File: src/ternary_pkg.sv
// shared widths, constants and packed types for the ternary outer-product accumulator
// every design file refers to these by scoped name
`default_nettype none

package ternary_pkg;

    // five base-3 digits fit in one byte since 3^5 = 243
    localparam int TRITS_PER_BYTE = 5;

    // highest code that is a real base-3 value; 243..255 decode as five +1 weights
    localparam int MAX_PACKED_CODE = 242;

    // accumulator width, results wrap at this size
    localparam int ACC_W = 17;

    // lowest accumulator bit that shows up in a readout byte
    localparam int OUT_LSB = 8;

    // one signed activation
    typedef logic signed [7:0] act_t;

    // one accumulator cell
    typedef logic signed [ACC_W-1:0] acc_t;

    // input beat, packed weights in the upper byte
    typedef struct packed {
        logic [7:0] weights;
        act_t       act;
    } in_beat_t;

    // decoded weights of one byte
    // zero set means skip, else sign 1 is -1 and sign 0 is +1
    typedef struct packed {
        logic [TRITS_PER_BYTE-1:0] zero;
        logic [TRITS_PER_BYTE-1:0] sign;
    } trit_vec_t;

endpackage

`default_nettype wire

File: src/trit_unpack.sv
// combinational base-3 decoder, one packed weight byte to five ternary weights
// instantiated once per slice inside the operand collector
`default_nettype none

module trit_unpack (
    input  logic [7:0]             code,
    output ternary_pkg::trit_vec_t trits
);

    // running quotient and current digit of the base-3 expansion
    logic [7:0] rem;
    logic [1:0] digit;

    always_comb begin
        rem   = code;
        digit = 2'd0;
        trits = '0;
        // least significant digit lands in bit 4, weight-81 digit in bit 0
        for (int d = 0; d < ternary_pkg::TRITS_PER_BYTE; d++) begin
            digit = 2'(rem % 8'd3);
            rem   = rem / 8'd3;
            // digit 0 is a zero weight
            trits.zero[ternary_pkg::TRITS_PER_BYTE-1-d] = (digit == 2'd0);
            // digit 2 is -1, digit 1 is +1
            trits.sign[ternary_pkg::TRITS_PER_BYTE-1-d] = (digit == 2'd2);
        end
        // out of range codes, all masks clear gives five +1 weights
        if (code > 8'(ternary_pkg::MAX_PACKED_CODE)) begin
            trits = '0;
        end
    end

endmodule

`default_nettype wire

File: src/operand_collector.sv
// gathers SLICES input beats into one operand group for the MAC array
// group_valid pulses for one cycle after the last beat; flush restarts the count
`default_nettype none

module operand_collector #(
    parameter int SLICES = 2
) (
    input  logic                                clk,
    input  logic                                reset,
    input  logic                                in_valid,
    input  ternary_pkg::in_beat_t               in_beat,
    input  logic                                flush,
    output logic                                group_valid,
    output ternary_pkg::trit_vec_t [SLICES-1:0] group_trits,
    output ternary_pkg::act_t      [SLICES-1:0] group_acts
);

    localparam int CNT_W = (SLICES > 1) ? $clog2(SLICES) : 1;

    // slice index of the next accepted beat
    logic [CNT_W-1:0] slice_cnt;

    // one stored beat per slice
    ternary_pkg::in_beat_t [SLICES-1:0] slots_q;

    logic accept;
    logic last_beat;

    // a beat that arrives with flush is dropped
    assign accept    = in_valid && !flush;
    assign last_beat = accept && (slice_cnt == CNT_W'(SLICES - 1));

    always_ff @(posedge clk) begin
        if (reset || flush) begin
            slice_cnt <= '0;
        end else if (accept) begin
            slice_cnt <= last_beat ? '0 : slice_cnt + 1'b1;
        end
    end

    // group is complete in the cycle after its last beat
    always_ff @(posedge clk) begin
        if (reset) begin
            group_valid <= 1'b0;
        end else begin
            group_valid <= last_beat;
        end
    end

    // slot 0 may be overwritten on the edge that consumes the group,
    // the array samples the old contents on that same edge
    always_ff @(posedge clk) begin
        if (accept) begin
            slots_q[slice_cnt] <= in_beat;
        end
    end

    for (genvar s = 0; s < SLICES; s++) begin : g_slice
        trit_unpack unpack_i (
            .code  (slots_q[s].weights),
            .trits (group_trits[s])
        );
        assign group_acts[s] = slots_q[s].act;
    end

endmodule

`default_nettype wire

File: src/mac_array.sv
// grid of 5*SLICES by SLICES ternary accumulators, one whole group per cycle
// acc_next is the value after this cycle's update, flush clears the registers
`default_nettype none

module mac_array #(
    parameter int SLICES = 2
) (
    input  logic                                clk,
    input  logic                                reset,
    input  logic                                group_valid,
    input  ternary_pkg::trit_vec_t [SLICES-1:0] group_trits,
    input  ternary_pkg::act_t      [SLICES-1:0] group_acts,
    input  logic                                flush,
    output ternary_pkg::acc_t [ternary_pkg::TRITS_PER_BYTE*SLICES*SLICES-1:0] acc_next
);

    localparam int ROWS = ternary_pkg::TRITS_PER_BYTE * SLICES;
    localparam int COLS = SLICES;

    // cell (i,j) lives at index i*COLS + j
    ternary_pkg::acc_t [ROWS*COLS-1:0] acc_q;

    for (genvar i = 0; i < ROWS; i++) begin : g_row
        // row i takes trit i mod 5 of slice i div 5
        localparam int SL = i / ternary_pkg::TRITS_PER_BYTE;
        localparam int K  = i % ternary_pkg::TRITS_PER_BYTE;

        ternary_pkg::trit_vec_t w;
        logic                   skip;

        assign w    = group_trits[SL];
        assign skip = !group_valid || w.zero[K];

        for (genvar j = 0; j < COLS; j++) begin : g_col
            ternary_pkg::acc_t addend;

            // column activation, sign extended to accumulator width
            assign addend = ternary_pkg::acc_t'($signed(group_acts[j]));

            // wraps at ACC_W bits
            assign acc_next[i*COLS+j] = skip      ? acc_q[i*COLS+j] :
                                        w.sign[K] ? acc_q[i*COLS+j] - addend :
                                                    acc_q[i*COLS+j] + addend;
        end
    end

    // flush hands acc_next to the queue on this edge and starts over from zero
    always_ff @(posedge clk) begin
        if (reset || flush) begin
            acc_q <= '0;
        end else begin
            acc_q <= acc_next;
        end
    end

endmodule

`default_nettype wire

File: src/readout_queue.sv
// snapshot of all accumulators taken on flush, streamed out as bytes under valid/ready
// each byte is bits 15..8 of one accumulator, in index order
`default_nettype none

module readout_queue #(
    parameter int SLICES = 2
) (
    input  logic clk,
    input  logic reset,
    input  logic flush,
    input  ternary_pkg::acc_t [ternary_pkg::TRITS_PER_BYTE*SLICES*SLICES-1:0] acc_next,
    output logic       out_valid,
    input  logic       out_ready,
    output logic [7:0] out_data
);

    localparam int DEPTH = ternary_pkg::TRITS_PER_BYTE * SLICES * SLICES;
    localparam int CNT_W = $clog2(DEPTH + 1);

    // entry 0 is the head
    ternary_pkg::acc_t [DEPTH-1:0] queue_q;

    // entries still to be sent
    logic [CNT_W-1:0] count_q;

    logic xfer;

    assign out_valid = (count_q != '0);
    assign xfer      = out_valid && out_ready;
    assign out_data  = queue_q[0][ternary_pkg::OUT_LSB +: 8];

    // a flush mid-drain drops what is left and reloads
    always_ff @(posedge clk) begin
        if (reset) begin
            count_q <= '0;
        end else if (flush) begin
            count_q <= CNT_W'(DEPTH);
        end else if (xfer) begin
            count_q <= count_q - 1'b1;
        end
    end

    // parallel load, shift toward the head on every transfer
    always_ff @(posedge clk) begin
        if (flush) begin
            queue_q <= acc_next;
        end else if (xfer) begin
            queue_q <= {ternary_pkg::acc_t'(0), queue_q[DEPTH-1:1]};
        end
    end

endmodule

`default_nettype wire

File: src/ternary_matmul.sv
// top level of the ternary outer-product accumulator
// beats go in through the collector, results leave through the readout queue
`default_nettype none

module ternary_matmul #(
    parameter int SLICES = 2
) (
    input  logic                  clk,
    input  logic                  reset,
    input  logic                  in_valid,
    input  ternary_pkg::in_beat_t in_beat,
    input  logic                  flush,
    output logic                  out_valid,
    input  logic                  out_ready,
    output logic [7:0]            out_data
);

    // collector to array
    logic                                group_valid;
    ternary_pkg::trit_vec_t [SLICES-1:0] group_trits;
    ternary_pkg::act_t      [SLICES-1:0] group_acts;

    // array to queue, updated accumulator values
    ternary_pkg::acc_t [ternary_pkg::TRITS_PER_BYTE*SLICES*SLICES-1:0] acc_next;

    operand_collector #(.SLICES(SLICES)) operand_collector_i (
        .clk         (clk),
        .reset       (reset),
        .in_valid    (in_valid),
        .in_beat     (in_beat),
        .flush       (flush),
        .group_valid (group_valid),
        .group_trits (group_trits),
        .group_acts  (group_acts)
    );

    mac_array #(.SLICES(SLICES)) mac_array_i (
        .clk         (clk),
        .reset       (reset),
        .group_valid (group_valid),
        .group_trits (group_trits),
        .group_acts  (group_acts),
        .flush       (flush),
        .acc_next    (acc_next)
    );

    readout_queue #(.SLICES(SLICES)) readout_queue_i (
        .clk       (clk),
        .reset     (reset),
        .flush     (flush),
        .acc_next  (acc_next),
        .out_valid (out_valid),
        .out_ready (out_ready),
        .out_data  (out_data)
    );

endmodule

`default_nettype wire

File: config.mk
export PLATFORM = sky130hd
export DESIGN_NAME = ternary_matmul
export DESIGN_NICKNAME = d
export VERILOG_FILES = /design/src/ternary_pkg.sv /design/src/trit_unpack.sv /design/src/operand_collector.sv /design/src/mac_array.sv /design/src/readout_queue.sv /design/src/ternary_matmul.sv
export SDC_FILE = /design/constraint.sdc
export NUM_CORES = 2
export LEC_CHECK = 0
export BUFFER_PORTS_ARGS = -buffer_cell sky130_fd_sc_hd__buf_4
export CORE_MARGIN = 8
export CORE_UTILIZATION = 25
export CTS_CLUSTER_DIAMETER = 100
export DETAILED_ROUTE_END_ITERATION = 16
export GPL_ROUTABILITY_DRIVEN = 0
export GPL_TIMING_DRIVEN = 0
export PLACE_DENSITY_LB_ADDON = 0.25
export SYNTH_ARGS = -nofsm -noshare
export SYNTH_HDL_FRONTEND = slang
export SYNTH_SLANG_ARGS = --single-unit
File: constraint.sdc
create_clock -name clk -period 36.8 [get_ports clk]
set_clock_uncertainty 0.05 [all_clocks]
set_input_delay 1.84 -clock clk [delete_from_list [all_inputs] [get_ports clk]]
set_output_delay 1.84 -clock clk [all_outputs]
set_load 0.01 [all_outputs]
# Word-level counts from Yosys, hierarchy flattened
# Index checks and enable logic that the tools add are counted.
[word_totals]
regBits = 718
inputBits = 21
out_inout_bits = 9
wordCells = 202
[classes]
add_sub_neg = 42
div_mod_pow = 18
magnitude_cmp = 4
eq_ne = 10
n_mux = 50
reduce_logical = 30
[op_table]
columns = ["cell", "n"]
rows = [
  ["$mux W17", 40],
  ["$mux W340", 2],
  ["$add A17 B8 Y17", 20],
  ["$sub A17 B8 Y17", 20],
  ["$mod A8 B2 Y8 const B", 10],
  ["$div A8 B2 Y8 const B", 8],
  ["$bwmux W32", 1],
  ["$eq A2 B2 Y1 const B", 10],
  ["$logic_not A2 Y1", 10],
  ["$mux W10", 2],
  ["$demux W16 S1", 1],
  ["$gt A8 B8 Y1 const B", 2],
  ["$mux W16", 1],
  ["$logic_or A1 B1 Y1", 11],
  ["$mux W5", 2],
  ["$reduce_bool A5 Y1", 1],
  ["$sub A5 B1 Y5 const B", 1],
  ["$logic_and A1 B1 Y1", 4],
  ["$logic_not A1 Y1", 2],
  ["$lt A1 B2 Y1 const B", 1],
  ["$reduce_bool A2 Y1", 1],
  ["$reduce_or A2 Y1", 1],
  ["$add A1 B1 Y1 const B", 1],
  ["$ge A1 B1 Y1 const B", 1],
  ["$mux W1", 1],
]

# Logic depth before layout (Yosys ltp)
[depth]
ltp_word = 10
ltp_mapped = 82
ltp_nobuf = 75

# Modules after synthesis
# Synthesis repeated with hierarchy kept, for this count alone.
[hier_totals]
cells_unflattened = 5722
area_unflattened_um2 = 46434.5
[modules_own_cells]
columns = ["module", "instances", "cells_each", "area_per_inst_um2", "seq_area_each_um2"]
rows = [
  ["mac_array", 1, 4405, 32472.4, 6806.5],
  ["readout_queue", 1, 378, 6990.5, 4904.7],
  ["trit_unpack", 2, 442, 2902.8, 0.0],
  ["operand_collector", 1, 55, 1166.1, 1001.0],
]

# Worst setup path before layout
# Ideal clock, no wire load.
[synth_path]
kind = "reg2reg"
start = "register operand_collector_i.slots_q[14] in the netlist's numbering"
end = "register readout_queue_i.queue_q, in the netlist readout_queue_i.out_data[7] (data pin)"
setup_ns = 0.152
t_arrival_ns = 14.850
required_time_ns = 36.598
setup_slack_ns = 21.748
path_stages_with_launch = 83
n_path_buf = 8
synth_period_minus_slack_ns = 15.052
cell_sequence = "edfxtp_1 -> buf_6 -> buf_4 -> buf_2 -> buf_2 -> nand2_1 -> inv_1 -> ha_1 -> nand2b_1 -> o22ai_1 -> a32oi_1 -> o311ai_2 -> a21oi_1 -> nand2_1 -> o21ai_0 -> ha_1 -> clkbuf_1 -> a21oi_2 -> (+47 left out) -> nor2b_1 -> o21ai_0 -> a21boi_0 -> o21ai_0 -> a21boi_0 -> o21ai_0 -> a21boi_0 -> o21ai_0 -> a21boi_0 -> o21ai_0 -> nand2b_1 -> and2_1 -> o21ai_0 -> nand2b_1 -> a31oi_1 -> and3b_1 -> or4_1 -> a31oi_1"
[synth_between]
elab_chain_cells = 10
elab_cells_between_ends = 13
classes_between = "div (5); order compare (1); eq/ne (1); mux (4); reduce/logical (2)"
[synth_rtl]
columns = ["element", "line", "rtl"]
rows = [
  ["start, declared", "operand_collector.sv:24", "ternary_pkg::in_beat_t [SLICES-1:0] slots_q;"],
  ["start signal, assigned by index", "operand_collector.sv:54", "slots_q[slice_cnt] <= in_beat;"],
  ["$div A8 B2 Y8 (4 in a row)", "trit_unpack.sv:21", "rem = rem / 8'd3;"],
  ["$mod A8 B2 Y8", "trit_unpack.sv:20", "digit = 2'(rem % 8'd3);"],
  ["$eq A2 B2 Y1 / $logic_not A2 Y1 (equally long branches)", "trit_unpack.sv:25, trit_unpack.sv:23", ""],
  ["$mux W10 (*)", "trit_unpack.sv:28", "if (code > 8'(ternary_pkg::MAX_PACKED_CODE)) begin"],
  ["$mux W17 / $logic_or A1 B1 Y1 (equally long branches)", "mac_array.sv:42, mac_array.sv:32", ""],
  ["$mux W17 (*)", "mac_array.sv:41", "assign acc_next[i*COLS+j] = skip ? acc_q[i*COLS+j] :"],
  ["$mux W340 (*)", "readout_queue.sv:45", "if (flush) begin"],
  ["end signal, assigned", "readout_queue.sv:46", "queue_q <= acc_next;"],
  ["end signal, assigned", "readout_queue.sv:48", "queue_q <= {ternary_pkg::acc_t'(0), queue_q[DEPTH-1:1]};"],
  ["end, declared", "readout_queue.sv:21", "ternary_pkg::acc_t [DEPTH-1:0] queue_q;"],
]
# Every way passes the cells marked *; elsewhere a longest branch is shown, timed or not.
# A chain may end at the register's enable or synchronous reset.

# Worst setup path in the final report
[layout_path]
start = "register operand_collector_i.slots_q[15] in the netlist's numbering"
end = "register readout_queue_i.queue_q[32] in the netlist's numbering (data pin)"
# The elaborated chain is that of the path after synthesis.

==> impl_metrics.py <==
metrics = {
    "outcome": {
        "status": "finished clean",
    },
    "route": {
        "drc": 0,
        "wl_per_cell_um": 17.99,
        "drt_iter0_markers": 2208,
        "drt_first_pass_iters": 6,
        "ant_nets": 0,
        "m1WireLength_um": 59750,
        "via_per_inst": 4.853,
        "vias": 34160,
        "routed_wirelength_um": 126600,
        "top_layer": "met5",
        "wl_met2_um": 56890,
        "routed-wl-met3_um": 6918,
    },
    "synth": {
        "syn-mean-instance-area_um2": 8.020,
        "yosysMostFrequentCell": "nor2_1",
        "syn_area_um2": 38750,
        "post-synth-top-area-fraction_pct": 16.89,
        "synth_cells": 4832,
        "synth_common_cells": "894 x nor2_1, 684 x a21oi_1, 349 x ha_1",
        "ys_seq_area_share_pct": 31.77,
        "synth_nets": 5222,
        "synth_area_leaders": "dfxtp_1 17%, edfxtp_1 15%, ha_1 11%",
        "ys_types": 115,
        "synth_edf_count": 192,
        "synth_top_cell_by_area": "dfxtp_1",
        "ys.flop_type": "dfxtp_1",
        "ys_warn_count": 0,
        "yosys_register_bits": 519,
        "synth-async-reset-ratio_pct": 0,
    },
    "final_layout": {
        "multi_input_area_um2": 24190,
        "final-seq-area_um2": 12310,
        "nets": 5328,
        "drive_gt1_share_pct": 5.648,
        "final_util_pct": 28.49,
        "fill_cells": 16670,
        "layout-area-overhead-vs-synth_pct": 13.26,
        "fin_area_um2": 43890,
    },
    "sta": {
        "setup-violations-final": 0,
        "final_max_slew_viol_count": 0,
        "finalHoldViolCount": 0,
        "fin_crit_sh_pct": 50.47,
        "maxSlewHeadroom_pct": 1.454,
        "timing.fmax_ghz": 0.05384,
        "finalCriticalPeriod_ns": 18.57,
        "setup_tns_ns": 0,
        "tightest_slew_ns": 1.478,
        "rsz0062_at_grt": "false",
    },
    "die": {
        "die_h_um": 409.7,
        "coreArea_um2": 154000,
        "rows": 144,
        "ios": 30,
        "start_util_pct": 25.16,
        "dieArea_um2": 167900,
        "die_x_um": 409.7,
    },
    "clock_network": {
        "cts_setup_buffers": 0,
        "insertion_delay_ns": 0.64,
        "tritoncts": "built",
        "htreeDepth": 3,
        "numCtsBuffers": 69,
        "ctsResizeCount": 0,
        "cts-root-buf": "clkbuf_16",
        "cts_num_sinks": 519,
        "hold_buffers": 0,
        "clkTransAtPathRegs_ns": 0.06,
        "cts_max_path_buffers": 3,
    },
    "worst_setup_path": {
        "end_kind": "flop",
        "cp_slowest_stage_delay_ns": 0.75,
        "cp-start-kind": "flop",
        "slowest_stage": "o21ai_1",
        "cpMostUsedCell": "ha_1",
        "cp_data_arrival_time_ns": 19.01,
        "cp_max_fo": 10,
        "critPathRequiredTime_ns": 37.23,
        "path_class": "flop to flop",
    },
    "global_route": {
        "track_usage_pct": 14.51,
        "grt_max_degree": 60,
        "grt_antenna_before_repair": 6,
        "grt_pass1_vias": 33000,
        "grt_pass1_wl_um": 193600,
        "overflow": 0,
    },
    "pwr": {
        "p_leak_nw": 17.70,
        "vdd_ir_drop_max_mv": 0.03032,
        "power.density_nw_per_um2": 50.09,
    },
    "job": {
        "maxCapViolations": 0,
    },
    "placed_design": {
        "io_buffers": 28,
        "dpl_cell_area_um2": 41670,
        "place_hpwl_um": 91260,
    },
    "hold_path": {
        "min_path_type": "flop to flop",
    },
}
==> where the power goes <==
| group | total (mW) | internal [mW] | leakage [nW] | switching [mW] |
|---|---|---|---|---|
| sequential | 0.634 | 0.624 | 4.60 | 0.00974 |
| clock | 0.666 | 0.389 | 1.09 | 0.277 |
| combinational | 0.898 | 0.354 | 12.0 | 0.545 |
==> cells by family after synthesis <==
group	synth area share, %
fa+ha+maj	12.30
xor+xnor	7.278
buf+inv	5.928
mux	3.277
flops	31.77
simple gates	18.01
compound gates	21.44
==> worst max-delay path, delay by kind of cell (launching register included) <==
family / cells / cell delay (ns)
AOI/OAI and AO/OA: 32 / 7.61
and+or+nand+nor: 24 / 5.15
buffers and inverters: 13 / 2.46
adders and majority gates: 10 / 2.37
xor gates and xnor gates: 2 / 0.45
DFF: 1 / 0.32
==> sequential cells by signal, summed over array words and instances (netlist names) <==
register                         flops
mac_array_i.acc_q                  320
operand_collector_i.group_acts      16
operand_collector_i.group_valid      1
operand_collector_i.slice_cnt        1
operand_collector_i.slots_q         16
readout_queue_i.count_q              5
readout_queue_i.out_data             8
readout_queue_i.queue_q            152
==> worst paths after layout <==
kind	slack, ns	cells past startpoint	end	from
min	0.42	2	mac_array_i.acc_q[34]$_SDFFE_PP0N_	mac_array_i.acc_q[34]$_SDFFE_PP0N_
min reg2reg	0.42	2	mac_array_i.acc_q[34]$_SDFFE_PP0N_	mac_array_i.acc_q[34]$_SDFFE_PP0N_
max reg2reg	18.23	81	readout_queue_i.queue_q[32]$_DFFE_PP_	operand_collector_i.slots_q[15]$_DFFE_PP_
max	18.23	81	readout_queue_i.queue_q[32]$_DFFE_PP_	operand_collector_i.slots_q[15]$_DFFE_PP_
==> cell type report <==
type	count	share of cell area, %
multi-input combinational	3743	55.12
sequential	519	28.05
tap	2044	5.827
clock buffer	95	4.476
buffer	271	2.694
inverter	299	2.557
timing repair buffer	35	0.7155
clock inverter	31	0.5531
antenna	1	0.005702
==> cell usage in the layout (no fill, tap or decap), drive strengths merged, types with 20 or more instances in the layout <==
master / n
fa: 20
xor2: 76
nor3: 76
a211oi: 33
mux2i: 119
nand2: 255
dfxtp: 327
nor2: 895
o31a: 46
and2: 30
clkbuf: 296
clkinv: 24
and3: 43
a21o: 53
inv: 302
o211ai: 23
a21boi: 47
a31oi: 32
or3: 26
ha: 349
o21bai: 56
edfxtp: 192
o21ai: 231
nand2b: 63
nand3: 38
buf: 105
xnor2: 246
a21oi: 688
nor2b: 43
==> layer usage <==
| metal | vias up | global-route usage, % |
|---|---|---|
| met5 | - | 0 |
| li1 | 17080 | - |
| met1 | 16220 | 20.07 |
| met3 | 148 | 2.012 |
| met2 | 702 | 23.65 |
| met4 | 2 | 3.901 |
==> metrics by stage <==
| step | setup slack (ns) | hold WS, ns | power, mW | instances |
|---|---|---|---|---|
| 2_1_floorplan | 21.75 | 0.3892 | 1.338 | 4832 |
| 3_3_place_gp | 18.40 | 0.4038 | 1.528 | 6904 |
| 3_5_place_dp | 18.34 | 0.4131 | 1.537 | 6910 |
| 4_1_cts | 18.26 | 0.4225 | 2.217 | 7036 |
| 5_1_grt | 16.42 | 0.4448 | 2.351 | 7037 |
| 6_report | 18.23 | 0.4192 | 2.199 | 7038 |
No activity file was read; power rests on OpenSTA's default activity.
